[src/verilog/oflow_pkg.sv]
/*
 * Shared definitions for the object-flow tracking core.
 * Holds the widths and depths, the packed box and weight types, the
 * register map and the match FSM states. Every design file refers to
 * these by scoped names, oflow_pkg::name.
 */
package oflow_pkg;

	// --------------------------------------------------------------------------
	// widths and depths
	// --------------------------------------------------------------------------
	localparam int COORD_W  = 8;  // one box field
	localparam int WEIGHT_W = 4;  // one similarity weight
	localparam int SCORE_W  = 16; // five weighted 8-bit diffs fit with room to spare
	localparam int ID_W     = 8;  // track id
	localparam int MAX_BBOX = 16; // boxes per frame, depth of one bank
	localparam int IDX_W    = 4;  // box index inside a bank
	localparam int CNT_W    = 5;  // box count, 0..MAX_BBOX

	localparam logic [WEIGHT_W-1:0] WEIGHT_RST = 4'd1;
	localparam logic [SCORE_W-1:0]  THRESH_RST = 16'd64;

	// --------------------------------------------------------------------------
	// types
	// --------------------------------------------------------------------------
	// x sits in the top byte, color in the bottom one
	typedef struct packed {
		logic [COORD_W-1:0] x;
		logic [COORD_W-1:0] y;
		logic [COORD_W-1:0] w;
		logic [COORD_W-1:0] h;
		logic [COORD_W-1:0] color;
	} bbox_t;

	// same field order as the box
	typedef struct packed {
		logic [WEIGHT_W-1:0] x;
		logic [WEIGHT_W-1:0] y;
		logic [WEIGHT_W-1:0] w;
		logic [WEIGHT_W-1:0] h;
		logic [WEIGHT_W-1:0] color;
	} weights_t;

	// host register map
	typedef enum logic [2:0] {
		CFG_W_X     = 3'd0,
		CFG_W_Y     = 3'd1,
		CFG_W_W     = 3'd2,
		CFG_W_H     = 3'd3,
		CFG_W_COLOR = 3'd4,
		CFG_THRESH  = 3'd5
	} cfg_addr_e;

	typedef enum logic [1:0] {
		ST_IDLE,  // waiting for a box
		ST_SCAN,  // issuing history reads
		ST_DRAIN, // waiting for the last score
		ST_OUT    // id presented, waiting for the handshake
	} match_state_e;

endpackage
[src/verilog/oflow_core.sv]
/*
 * Top level of the object-flow tracking core.
 * Boxes stream in over a valid/ready port with a last flag per frame,
 * track ids stream out in the same order. Weights and the threshold are
 * set through the config port while the core is idle.
 */
module oflow_core (
	input  logic                          clk,
	input  logic                          rst_i,
	// host config
	input  logic                          cfg_we_i,
	input  oflow_pkg::cfg_addr_e          cfg_addr_i,
	input  logic [oflow_pkg::SCORE_W-1:0] cfg_wdata_i,
	// box stream in
	input  logic                          bbox_valid_i,
	input  oflow_pkg::bbox_t              bbox_i,
	input  logic                          bbox_last_i,
	output logic                          bbox_ready_o,
	// id stream out
	output logic                          id_valid_o,
	output logic [oflow_pkg::ID_W-1:0]    id_o,
	output logic                          id_new_o,
	input  logic                          id_ready_i
);

	// --------------------------------------------------------------------------
	// wires
	// --------------------------------------------------------------------------
	oflow_pkg::weights_t           weights;
	logic [oflow_pkg::SCORE_W-1:0] thresh;
	logic [oflow_pkg::IDX_W-1:0]   rd_idx;
	oflow_pkg::bbox_t              prev_bbox, cur_bbox, wr_bbox;
	logic [oflow_pkg::ID_W-1:0]    prev_id, score_id, wr_id;
	logic [oflow_pkg::CNT_W-1:0]   prev_count;
	logic                          cmp_valid, score_valid, wr_en, swap;
	logic [oflow_pkg::SCORE_W-1:0] score;

	// --------------------------------------------------------------------------
	// instances
	// --------------------------------------------------------------------------
	oflow_reg_file reg_file_i (
		.clk         (clk),
		.rst_i       (rst_i),
		.cfg_we_i    (cfg_we_i),
		.cfg_addr_i  (cfg_addr_i),
		.cfg_wdata_i (cfg_wdata_i),
		.weights_o   (weights),
		.thresh_o    (thresh)
	);

	oflow_frame_buffer frame_buffer_i (
		.clk          (clk),
		.rst_i        (rst_i),
		.rd_idx_i     (rd_idx),
		.rd_bbox_o    (prev_bbox),
		.rd_id_o      (prev_id),
		.prev_count_o (prev_count),
		.wr_en_i      (wr_en),
		.wr_bbox_i    (wr_bbox),
		.wr_id_i      (wr_id),
		.swap_i       (swap)
	);

	oflow_similarity similarity_i (
		.clk         (clk),
		.rst_i       (rst_i),
		.valid_i     (cmp_valid),
		.cur_bbox_i  (cur_bbox),
		.prev_bbox_i (prev_bbox),
		.prev_id_i   (prev_id),
		.weights_i   (weights),
		.valid_o     (score_valid),
		.score_o     (score),
		.id_o        (score_id)
	);

	oflow_match_fsm match_fsm_i (
		.clk           (clk),
		.rst_i         (rst_i),
		.bbox_valid_i  (bbox_valid_i),
		.bbox_i        (bbox_i),
		.bbox_last_i   (bbox_last_i),
		.bbox_ready_o  (bbox_ready_o),
		.thresh_i      (thresh),
		.prev_count_i  (prev_count),
		.rd_idx_o      (rd_idx),
		.cmp_valid_o   (cmp_valid),
		.cur_bbox_o    (cur_bbox),
		.score_valid_i (score_valid),
		.score_i       (score),
		.score_id_i    (score_id),
		.wr_en_o       (wr_en),
		.wr_bbox_o     (wr_bbox),
		.wr_id_o       (wr_id),
		.swap_o        (swap),
		.id_valid_o    (id_valid_o),
		.id_o          (id_o),
		.id_new_o      (id_new_o),
		.id_ready_i    (id_ready_i)
	);

endmodule

[src/verilog/oflow_match_fsm.sv]
/*
 * Match control of the tracking core.
 * Takes one box at a time, scans the previous frame through the scorer,
 * keeps the lowest score and its id, then either inherits that id or
 * hands out a fresh one. The id waits on the output port until taken,
 * and the box is then written into the history.
 */
module oflow_match_fsm (
	input  logic                          clk,
	input  logic                          rst_i,
	input  logic                          bbox_valid_i,
	input  oflow_pkg::bbox_t              bbox_i,
	input  logic                          bbox_last_i,
	output logic                          bbox_ready_o,
	input  logic [oflow_pkg::SCORE_W-1:0] thresh_i,
	input  logic [oflow_pkg::CNT_W-1:0]   prev_count_i,
	output logic [oflow_pkg::IDX_W-1:0]   rd_idx_o,
	output logic                          cmp_valid_o,
	output oflow_pkg::bbox_t              cur_bbox_o,
	input  logic                          score_valid_i,
	input  logic [oflow_pkg::SCORE_W-1:0] score_i,
	input  logic [oflow_pkg::ID_W-1:0]    score_id_i,
	output logic                          wr_en_o,
	output oflow_pkg::bbox_t              wr_bbox_o,
	output logic [oflow_pkg::ID_W-1:0]    wr_id_o,
	output logic                          swap_o,
	output logic                          id_valid_o,
	output logic [oflow_pkg::ID_W-1:0]    id_o,
	output logic                          id_new_o,
	input  logic                          id_ready_i
);

	oflow_pkg::match_state_e       state, state_d;
	oflow_pkg::bbox_t              cur_q;      // box under test
	logic                          last_q;     // box closes its frame
	logic [oflow_pkg::IDX_W-1:0]   scan_idx;
	logic [oflow_pkg::CNT_W-1:0]   rcv_cnt;    // scores seen so far
	logic [oflow_pkg::SCORE_W-1:0] min_score;
	logic [oflow_pkg::ID_W-1:0]    min_id;
	logic [oflow_pkg::ID_W-1:0]    next_id;    // next fresh id
	logic                          accept, out_hs, match, last_score;

	assign accept     = bbox_valid_i && bbox_ready_o;
	assign out_hs     = id_valid_o && id_ready_i;
	assign match      = (min_score < thresh_i); // strictly below
	assign last_score = score_valid_i && (rcv_cnt == prev_count_i - 1'b1);

	// --------------------------------------------------------------------------
	// next state
	// --------------------------------------------------------------------------
	always_comb begin
		state_d = state;
		case (state)
			oflow_pkg::ST_IDLE:
				if (accept)
					state_d = (prev_count_i == '0) ? oflow_pkg::ST_DRAIN : oflow_pkg::ST_SCAN;
			oflow_pkg::ST_SCAN:
				if ({1'b0, scan_idx} == prev_count_i - 1'b1)
					state_d = oflow_pkg::ST_DRAIN; // last read issued
			oflow_pkg::ST_DRAIN:
				if (prev_count_i == '0 || last_score)
					state_d = oflow_pkg::ST_OUT;
			oflow_pkg::ST_OUT:
				if (out_hs)
					state_d = oflow_pkg::ST_IDLE;
			default: state_d = oflow_pkg::ST_IDLE;
		endcase
	end

	// --------------------------------------------------------------------------
	// control registers
	// --------------------------------------------------------------------------
	always_ff @(posedge clk) begin
		if (rst_i) begin
			state        <= oflow_pkg::ST_IDLE;
			bbox_ready_o <= 1'b0; // low through reset
			cmp_valid_o  <= 1'b0;
			scan_idx     <= '0;
			rcv_cnt      <= '0;
			last_q       <= 1'b0;
			next_id      <= oflow_pkg::ID_W'(1);
		end else begin
			state        <= state_d;
			bbox_ready_o <= (state_d == oflow_pkg::ST_IDLE);
			cmp_valid_o  <= (state == oflow_pkg::ST_SCAN); // data one cycle behind idx
			if (accept) begin
				scan_idx <= '0;
				rcv_cnt  <= '0;
				last_q   <= bbox_last_i;
			end else begin
				if (state == oflow_pkg::ST_SCAN)
					scan_idx <= scan_idx + 1'b1;
				if (score_valid_i)
					rcv_cnt <= rcv_cnt + 1'b1;
			end
			if (out_hs && !match)
				next_id <= next_id + 1'b1; // fresh id consumed
		end
	end

	// box latch and running minimum, ties keep the lower index
	always_ff @(posedge clk) begin
		if (accept) begin
			cur_q     <= bbox_i;
			min_score <= '1;
		end else if (score_valid_i && score_i < min_score) begin
			min_score <= score_i;
			min_id    <= score_id_i;
		end
	end

	// --------------------------------------------------------------------------
	// outputs
	// --------------------------------------------------------------------------
	assign rd_idx_o   = scan_idx;
	assign cur_bbox_o = cur_q;
	assign id_valid_o = (state == oflow_pkg::ST_OUT);
	assign id_o       = match ? min_id : next_id;
	assign id_new_o   = !match;
	assign wr_en_o    = out_hs;        // history write on the handshake
	assign wr_bbox_o  = cur_q;
	assign wr_id_o    = id_o;
	assign swap_o     = out_hs && last_q;

	a_out_stable: assert property (
		@(posedge clk) disable iff (rst_i)
		(id_valid_o && !id_ready_i) |=> (id_valid_o && $stable(id_o) && $stable(id_new_o))
	) else $error("id output changed while stalled");

	// pipeline must be empty before a new box is taken
	a_no_stray_score: assert property (
		@(posedge clk) disable iff (rst_i)
		(state == oflow_pkg::ST_IDLE) |-> !score_valid_i
	) else $error("score arrived while idle");

endmodule

[src/verilog/oflow_similarity.sv]
/*
 * Weighted distance between the current box and one history box.
 * Stage one registers the five absolute field differences, stage two
 * the weighted sum. The id of the history box and the valid bit ride
 * along, so a score appears two cycles after its compare.
 */
module oflow_similarity (
	input  logic                          clk,
	input  logic                          rst_i,
	input  logic                          valid_i,
	input  oflow_pkg::bbox_t              cur_bbox_i,
	input  oflow_pkg::bbox_t              prev_bbox_i,
	input  logic [oflow_pkg::ID_W-1:0]    prev_id_i,
	input  oflow_pkg::weights_t           weights_i,
	output logic                          valid_o,
	output logic [oflow_pkg::SCORE_W-1:0] score_o,
	output logic [oflow_pkg::ID_W-1:0]    id_o
);

	function automatic logic [oflow_pkg::COORD_W-1:0] absdiff(
		input logic [oflow_pkg::COORD_W-1:0] a,
		input logic [oflow_pkg::COORD_W-1:0] b
	);
		return (a > b) ? (a - b) : (b - a);
	endfunction

	// --------------------------------------------------------------------------
	// stage one, field differences
	// --------------------------------------------------------------------------
	logic [oflow_pkg::COORD_W-1:0] diff_q [5]; // x y w h color
	logic [oflow_pkg::ID_W-1:0]    id_s1;
	logic                          valid_s1;
	logic [oflow_pkg::SCORE_W-1:0] wsum;

	always_ff @(posedge clk) begin
		diff_q[0] <= absdiff(cur_bbox_i.x,     prev_bbox_i.x);
		diff_q[1] <= absdiff(cur_bbox_i.y,     prev_bbox_i.y);
		diff_q[2] <= absdiff(cur_bbox_i.w,     prev_bbox_i.w);
		diff_q[3] <= absdiff(cur_bbox_i.h,     prev_bbox_i.h);
		diff_q[4] <= absdiff(cur_bbox_i.color, prev_bbox_i.color);
		id_s1     <= prev_id_i;
	end

	// --------------------------------------------------------------------------
	// stage two, weighted sum
	// --------------------------------------------------------------------------
	// operands widen to SCORE_W in this context, max sum well below 2**16
	assign wsum = diff_q[0] * weights_i.x
	            + diff_q[1] * weights_i.y
	            + diff_q[2] * weights_i.w
	            + diff_q[3] * weights_i.h
	            + diff_q[4] * weights_i.color;

	always_ff @(posedge clk) begin
		score_o <= wsum;
		id_o    <= id_s1;
	end

	// valid pipe
	always_ff @(posedge clk) begin
		if (rst_i) begin
			valid_s1 <= 1'b0;
			valid_o  <= 1'b0;
		end else begin
			valid_s1 <= valid_i;
			valid_o  <= valid_s1;
		end
	end

endmodule

[src/verilog/oflow_frame_buffer.sv]
/*
 * Ping-pong history of boxes and track ids.
 * One bank holds the previous frame and is read by index, the other
 * collects the current frame in arrival order. A swap turns the current
 * bank into the previous one and empties the other for the next frame.
 * Reads come back one cycle after the index.
 */
module oflow_frame_buffer (
	input  logic                          clk,
	input  logic                          rst_i,
	input  logic [oflow_pkg::IDX_W-1:0]   rd_idx_i,
	output oflow_pkg::bbox_t              rd_bbox_o,
	output logic [oflow_pkg::ID_W-1:0]    rd_id_o,
	output logic [oflow_pkg::CNT_W-1:0]   prev_count_o,
	input  logic                          wr_en_i,
	input  oflow_pkg::bbox_t              wr_bbox_i,
	input  logic [oflow_pkg::ID_W-1:0]    wr_id_i,
	input  logic                          swap_i
);

	// --------------------------------------------------------------------------
	// storage
	// --------------------------------------------------------------------------
	oflow_pkg::bbox_t             box_mem [2][oflow_pkg::MAX_BBOX];
	logic [oflow_pkg::ID_W-1:0]   id_mem  [2][oflow_pkg::MAX_BBOX];

	logic                          cur_bank;   // bank being filled
	logic [oflow_pkg::CNT_W-1:0]   count [2];  // boxes held per bank
	logic [oflow_pkg::IDX_W-1:0]   wr_ptr;     // next free slot of cur bank

	assign wr_ptr       = count[cur_bank][oflow_pkg::IDX_W-1:0];
	assign prev_count_o = count[!cur_bank];

	// --------------------------------------------------------------------------
	// bank select and counts
	// --------------------------------------------------------------------------
	always_ff @(posedge clk) begin
		if (rst_i) begin
			cur_bank <= 1'b0;
			count[0] <= '0;
			count[1] <= '0;
		end else begin
			if (wr_en_i)
				count[cur_bank] <= count[cur_bank] + 1'b1; // append
			if (swap_i) begin
				// old prev bank becomes the new, empty current bank
				cur_bank         <= !cur_bank;
				count[!cur_bank] <= '0;
			end
		end
	end

	// --------------------------------------------------------------------------
	// memory write and registered read
	// --------------------------------------------------------------------------
	always_ff @(posedge clk) begin
		if (wr_en_i) begin
			box_mem[cur_bank][wr_ptr] <= wr_bbox_i;
			id_mem[cur_bank][wr_ptr]  <= wr_id_i;
		end
		rd_bbox_o <= box_mem[!cur_bank][rd_idx_i]; // always from prev frame
		rd_id_o   <= id_mem[!cur_bank][rd_idx_i];
	end

	// the sender promises at most MAX_BBOX boxes per frame
	a_no_overflow: assert property (
		@(posedge clk) disable iff (rst_i)
		wr_en_i |-> (count[cur_bank] < oflow_pkg::MAX_BBOX)
	) else $error("history write into a full bank");

endmodule

[src/verilog/oflow_reg_file.sv]
/*
 * Configuration registers of the tracking core.
 * The host writes the five field weights and the match threshold through
 * a simple write port. A write lands on the edge where cfg_we_i is high.
 * Weight registers keep only the low WEIGHT_W bits of the write data.
 */
module oflow_reg_file (
	input  logic                            clk,
	input  logic                            rst_i,
	input  logic                            cfg_we_i,
	input  oflow_pkg::cfg_addr_e            cfg_addr_i,
	input  logic [oflow_pkg::SCORE_W-1:0]   cfg_wdata_i,
	output oflow_pkg::weights_t             weights_o,
	output logic [oflow_pkg::SCORE_W-1:0]   thresh_o
);

	logic [oflow_pkg::WEIGHT_W-1:0] wdata_w; // weight slice of the write data

	assign wdata_w = cfg_wdata_i[oflow_pkg::WEIGHT_W-1:0];

	// --------------------------------------------------------------------------
	// address decode and storage
	// --------------------------------------------------------------------------
	always_ff @(posedge clk) begin
		if (rst_i) begin
			weights_o.x     <= oflow_pkg::WEIGHT_RST;
			weights_o.y     <= oflow_pkg::WEIGHT_RST;
			weights_o.w     <= oflow_pkg::WEIGHT_RST;
			weights_o.h     <= oflow_pkg::WEIGHT_RST;
			weights_o.color <= oflow_pkg::WEIGHT_RST;
			thresh_o        <= oflow_pkg::THRESH_RST;
		end else if (cfg_we_i) begin
			case (cfg_addr_i)
				oflow_pkg::CFG_W_X:     weights_o.x     <= wdata_w;
				oflow_pkg::CFG_W_Y:     weights_o.y     <= wdata_w;
				oflow_pkg::CFG_W_W:     weights_o.w     <= wdata_w;
				oflow_pkg::CFG_W_H:     weights_o.h     <= wdata_w;
				oflow_pkg::CFG_W_COLOR: weights_o.color <= wdata_w;
				oflow_pkg::CFG_THRESH:  thresh_o        <= cfg_wdata_i; // full width
				default: ; // unmapped, dropped
			endcase
		end
	end

	// host must stay inside the register map
	a_cfg_addr_legal: assert property (
		@(posedge clk) disable iff (rst_i)
		cfg_we_i |-> (cfg_addr_i <= oflow_pkg::CFG_THRESH)
	) else $error("config write to unmapped address %0d", cfg_addr_i);

endmodule

[config.mk]
export PLATFORM = sky130hd
export DESIGN_NAME = oflow_core
export DESIGN_NICKNAME = d
export VERILOG_FILES = /design/src/verilog/oflow_pkg.sv /design/src/verilog/oflow_core.sv /design/src/verilog/oflow_match_fsm.sv /design/src/verilog/oflow_similarity.sv /design/src/verilog/oflow_frame_buffer.sv /design/src/verilog/oflow_reg_file.sv
export SDC_FILE = /design/constraint.sdc
export NUM_CORES = 2
export LEC_CHECK = 0
export BUFFER_PORTS_ARGS = -buffer_cell sky130_fd_sc_hd__buf_2
export CAP_MARGIN = 20
export CORE_MARGIN = 10
export CORE_UTILIZATION = 63
export CTS_CLUSTER_SIZE = 14
export DETAILED_ROUTE_END_ITERATION = 7
export PLACE_DENSITY_LB_ADDON = 0.12
export SLEW_MARGIN = 20
export SYNTH_ARGS = -nofsm -noshare
export SYNTH_HDL_FRONTEND = slang
export SYNTH_HIERARCHICAL = 1
export SYNTH_SLANG_ARGS = --single-unit
export TNS_END_PERCENT = 1
[constraint.sdc]
create_clock -name clk -period 7.39 [get_ports clk]
set_input_delay 1.478 -clock clk [delete_from_list [all_inputs] [get_ports clk]]
set_output_delay 1.478 -clock clk [all_outputs]
set_load 0.01 [all_outputs]
Word-level counts from Yosys, hierarchy flattened:

Memory sizes are Yosys's and may differ from the RTL's. A register that Yosys moved wholly into a read port is not among the register bits.
Index checks and enable logic that the tools add are counted.

* word-level logic and storage cells: 147
* RAM bits: 1586
* output and inout bits: 11
* memories: 4
* bits in registers: 205
* input port bits: 65

* multipliers: 5
* $add $sub $neg: 19
* order comparisons: 10
* reductions and logical operators: 24
* muxes and demuxes: 40
* bitwise operators: 3
* eq/ne operators: 10

Memory list
* frame_buffer_i.box_mem: depth 2, width 640, read ports 1, clocked after Yosys merged registers in 0, write ports 1, line oflow_frame_buffer.sv:24 `oflow_pkg::bbox_t box_mem [2][oflow_pkg::MAX_BBOX];`
* frame_buffer_i.id_mem: depth 2, width 128, read ports 1, clocked after Yosys merged registers in 0, write ports 1, line oflow_frame_buffer.sv:25 `logic [oflow_pkg::ID_W-1:0] id_mem [2][oflow_pkg::MAX_BBOX];`
* similarity_i.diff_q: depth 5, width 8, read ports 5, clocked after Yosys merged registers in 0, write ports 5, line oflow_similarity.sv:30 `logic [oflow_pkg::COORD_W-1:0] diff_q [5];`
* frame_buffer_i.count: depth 2, width 5, read ports 2, clocked after Yosys merged registers in 1, write ports 2, line oflow_frame_buffer.sv:28 `logic [oflow_pkg::CNT_W-1:0] count [2];`

Operator list (number)
* 640-bit two-way mux: 1
* 40-bit binary-select mux with 4-bit select: 1
* 40-bit demux with 4-bit select: 1
* 128-bit two-way mux: 1
* 40-bit two-way mux: 3
* 8-bit subtractor: 10
* 8-bit two-way mux: 9
* 8-bit by 4-bit multiplier with 12-bit output: 5
* 16-bit by 12-bit adder with 16-bit output: 3
* 8-bit greater-than comparator: 5
* 8-bit binary-select mux with 4-bit select: 1
* 8-bit demux with 4-bit select: 1
* 16-bit less-than comparator: 2
* 1-bit two-way mux: 14
* 2-bit AND reduction: 7
* 12-bit by 12-bit adder with 13-bit output: 1
* 5-bit by 1-bit adder with 5-bit output, second input constant: 2
* 5-bit >= comparator, second input constant: 2
* 2-bit two-way mux: 5
* 5-bit two-way mux: 2
* 4-bit inverter with 5-bit output: 2
* 5-bit OR reduction: 2
* 8-bit by 1-bit adder with 8-bit output, second input constant: 1
* 2-bit case mux with 4 select lines: 1
* other kinds (18): 29

Longest topological paths before layout:

An unclocked memory read counts as a cell.

* depth after elaboration: 9
* depth in mapped cells: 20

Hierarchy:

Netlist, hierarchy kept.

Modules (own cells, without submodules)
* oflow_frame_buffer: sequential area each 47325.4 µm², area each 61457.7 µm², cells an instance 3456, times used 1
* oflow_similarity: sequential area each 1461.4 µm², area each 9960.8 µm², cells an instance 1070, times used 1
* oflow_match_fsm: sequential area each 2202.1 µm², area each 4355.4 µm², cells an instance 406, times used 1
* oflow_reg_file: sequential area each 720.7 µm², area each 1510.2 µm², cells an instance 143, times used 1

Worst setup path before layout:

Ideal clock, no wire load.

* kind: register -> register
* start point: reg reg_file_i/weights_o[1] (netlist bit)
* end point: reg similarity_i/score_o[11] (netlist bit)
* arrival: 5.348 ns
* stages on the path, launching flop included: 19
* slack: 1.970 ns
* setup time: 0.072 ns
* required time: 7.318 ns
* cells stage by stage: dfxtp_1 > and2_1 > fa_1 > inv_1 > fa_1 > fa_1 > inv_1 > fa_1 > fa_1 > fa_1 > inv_1 > fa_1 > inv_1 > ha_1 > a2111oi_0 > o211ai_1 > a31o_1 > a21oi_1 > xnor2_1

* word-level cells in the longest chain between the ends: 2

RTL lines
* start, declared: line oflow_reg_file.sv:13 `output oflow_pkg::weights_t weights_o,`
* 8-bit by 4-bit multiplier with 12-bit output: line oflow_similarity.sv:52 `+ diff_q[4] * weights_i.color;`
* 16-bit by 12-bit adder with 16-bit output: line oflow_similarity.sv:52
* named net similarity_i.wsum, one bit: line oflow_similarity.sv:33 `logic [oflow_pkg::SCORE_W-1:0] wsum;`
* end signal, assigned: line oflow_similarity.sv:55 `score_o <= wsum;`
* end, declared: line oflow_similarity.sv:16 `output logic [oflow_pkg::SCORE_W-1:0] score_o,`

The timed path passes the listed nets, and every way through them passes these cells.
A chain may end at the register's enable or synchronous reset.

Worst setup path after layout:

* start point: reg reg_file_i/weights_o[2] (netlist bit)
* end point: reg similarity_i/score_o[11] (netlist bit)

The elaborated chain is that of the path after synthesis.

==> results.json <==
{
  "outcome": "completed",
  "antenna_found_initial": 3,
  "syn_nets": 5450,
  "use_met2_pct": 43.5,
  "leakagePower_nw": 29.0,
  "finalPower_mw": 30.5,
  "clock_latency_ps": 840,
  "rows": 128,
  "synth_most_common_cell": "edfxtp_1",
  "p_per_area_mw_per_mm2": 359,
  "cts_tree": "built",
  "dr.pass1.iters": 5,
  "synth_top_area_share_pct": 61.5,
  "grt_pass1_wl_mm": 277,
  "design.die.area_mm2": 0.137,
  "synth-main-ff-cell": "edfxtp_1",
  "gp_congestion": 0.865,
  "slew_headroom_pct": 19.6,
  "crit_top_cell": "fa_1",
  "yosys_warnings": 6,
  "required_ps": 8160,
  "drive_above_1_share_pct": 9.55,
  "synth_area_leaders": "edfxtp_1, mux2i_1, dfxtp_1",
  "cts_setup_buffers": 0,
  "synth-seq-cells": 1791,
  "crit_type": "reg -> reg",
  "crit_buf_inv": 3,
  "avgRoutedWirePerCell_um": 26.8,
  "cpPeakStageDelay_ps": 560,
  "hold-path-endpoint": "similarity_i/id_o[6]",
  "fill_cells": 8074,
  "core_area_mm2": 0.122,
  "fmax_mhz": 171,
  "die_w_um": 370,
  "num_vias": 43200,
  "wl_mm": 185,
  "worstRegToRegCells": 17,
  "syn_area_per_cell_um2": 15.2,
  "hold_viol": 0,
  "fin_nets": 5523,
  "grt-busiest-layer": "met2",
  "crit_chain": "nand2_1 > fa_1 > fa_1 > fa_1 > inv_1 > fa_1 > fa_1 > fa_1 > inv_1 > fa_1 > inv_1 > ha_1 > a2111oi_0 > o211ai_1 > a31o_1 > a21oi_1 > xnor2_1",
  "fin_worst_skew_ps": 50.2,
  "r2r_setup_slack_ps": 1550,
  "vias_per_cell": 6.24,
  "finalSetupViolations": 0,
  "crit_slowest_cell": "fa_1",
  "synth_top_area_cell": "edfxtp_1",
  "cts_sinks": 1791,
  "crit_family": "adder cells",
  "ys_seq_area_share_pct": 66.9,
  "detail-route-antenna-nets": 0,
  "critPathLaunchType": "flip-flop",
  "cts_root_buf": "clkbuf_16",
  "dp_hpwl_mm": 101,
  "grt_pass1_vias": 43000,
  "clockBufferDepth": 3,
  "crit_start": "reg_file_i/weights_o[2]",
  "grtUsageMet3_pct": 4.68,
  "track_usage_pct": 27.0,
  "ctsResizeCount": 0,
  "synth_cell_types": 78,
  "hold_depth": 0,
  "async_flop_share_pct": 0,
  "r2r-start": "reg_file_i/weights_o[2]",
  "cts_hold_buf": 0,
  "cts-htree-levels": 4,
  "reg2reg_to": "similarity_i/score_o[11]",
  "io_pins": 76,
  "die_h_um": 370,
  "rsz0062_at_grt": "no",
  "start_util_pct": 63.4,
  "drv_slew": 0,
  "max-vdd-ir-drop_mv": 2.17,
  "min_period_ps": 5840,
  "drv_cap": 0,
  "tightestPinTransition_ps": 1210,
  "route.detailed.drc": 0,
  "setup_tns_ps": 0,
  "gr-usage-met1_pct": 37.8,
  "period_share_pct": 79.0,
  "synth_edf_count": 1584,
  "overflow": 0,
  "syn_area_mm2": 0.0773,
  "synth_commonest_cells": "edfxtp_1, mux2i_1, inv_1, nand2_1, a21oi_1",
  "synthCells": 5075,
  "worst-endpoint-arrival_ps": 6610,
  "drt_iter0_drc": 4687,
  "hp-start": "similarity_i/id_s1[6]",
  "critPathCaptureType": "flip-flop",
  "syn_to_final_growth_pct": 10.0,
  "io_buffers": 75,
  "cts.clk_slew.worst_paths_ps": 60,
  "hp-class": "reg -> reg",
  "cp_max_fo": 9,
  "grt_max_degree": 139,
  "cts_buffers": 178
}
-- kinds of logic after synthesis --
kind of cell | Yosys count | synth area share (%)
other | 1 | 0.00485
AOI/OAI and AO/OA | 691 | 5.95
adders and majority gates | 310 | 6.42
muxes | 859 | 11.1
buffers and inverters | 567 | 3.81
and+or+nand+nor | 799 | 5.11
DFF | 1791 | 66.9
xor gates and xnor gates | 57 | 0.646
-- layout by cell type (no fill, tap or decap), types with 147 or more instances in the layout --
cell and instances:
mux2i_1 846, a21oi_1 225, dfxtp_1 206, a22oi_1 147
inv_1 280, nand3_1 153, nand2_1 261, clkbuf_16 181
ha_1 166, edfxtp_1 1584
-- registers in the layout, indices dropped and copies added, names as in the netlist, 2 cells and up, named ones only --
| name | flops |
|---|---|
| frame_buffer_i/box_mem | 1280 |
| frame_buffer_i/id_mem | 256 |
| frame_buffer_i/rd_bbox_o | 40 |
| match_fsm_i/cur_bbox_o | 40 |
| similarity_i/diff_q | 40 |
| reg_file_i/weights_o | 20 |
| match_fsm_i/min_score | 16 |
| reg_file_i/thresh_o | 16 |
| similarity_i/score_o | 15 |
| frame_buffer_i/count | 10 |
| frame_buffer_i/rd_id_o | 8 |
| match_fsm_i/min_id | 8 |
| match_fsm_i/next_id | 8 |
| similarity_i/id_o | 8 |
| similarity_i/id_s1 | 8 |
| match_fsm_i/rcv_cnt | 5 |
| match_fsm_i/rd_idx_o | 4 |
| match_fsm_i/state | 2 |
-- area by class of cell --
| cell class | instances | area [um2] | share of cell area [%] |
|---|---|---|---|
| Antenna cell | 2 | 5.00 | 0.00589 |
| Clock buffer | 234 | 4790 | 5.63 |
| Sequential cell | 1791 | 51700 | 60.8 |
| Multi-Input combinational cell | 2717 | 22900 | 26.9 |
| Tap cell | 1625 | 2030 | 2.39 |
| Timing Repair Buffer | 179 | 1510 | 1.78 |
| Clock inverter | 98 | 1000 | 1.18 |
| Inverter | 281 | 1060 | 1.24 |
-- layer usage --
layer / up-vias / share of wire, % / wire length, um
li1: 19100 / - / -
met1: 22000 / 41 / 75900
met2: 1877 / 48 / 89000
met3: 298 / 8.3 / 15400
met4: 0 / 2.7 / 5090
met5: - / 0 / 0
-- per-stage QoR --
stage	setup slack, ps	std cells	utilization (%)	hold slack (ps)	cell area, um2
5_1_grt	1160	6925	69.8	330	85000
2_1_floorplan	1970	5075	-	310	77300
3_5_place_dp	1560	6580	64.8	312	79000
6_report	1550	6927	69.8	326	85000
3_3_place_gp	1660	6580	64.8	311	79000
4_1_cts	1570	6912	69.6	325	84800
-- worst max path at each step --
| stage | cells after the start | endpoint | slack, ps |
|---|---|---|---|
| global placement | 18 | similarity_i/score_o[11] | 1660 |
| detailed placement | 17 | similarity_i/score_o[11] | 1560 |
| global route | 18 | similarity_i/score_o[11] | 1160 |
| CTS | 17 | similarity_i/score_o[11] | 1570 |
| floorplan | 18 | similarity_i/score_o[11] | 1970 |
| finish | 17 | similarity_i/score_o[11] | 1550 |
-- where the power goes --
| group | leakage (nW) | switching, mW | total (mW) | internal (mW) |
|---|---|---|---|---|
| Clock | 2.83 | 3.88 | 8.88 | 5.00 |
| Sequential | 16.0 | 0.360 | 12.1 | 11.7 |
| Combinational | 10.2 | 5.54 | 9.57 | 4.03 |
-- worst reg2reg max path, stage by stage, from the launching register on --
cell       delay (ps)
dfxtp_1           500
nand2_1           130
fa_1              520
fa_1              520
fa_1              520
inv_1              60
fa_1              560
fa_1              430
fa_1              540
inv_1              60
fa_1              350
inv_1              60
ha_1              290
a2111oi_0         490
o211ai_1          230
a31o_1            250
a21oi_1           160
xnor2_1           130
Power figures use the tool's default switching activity.
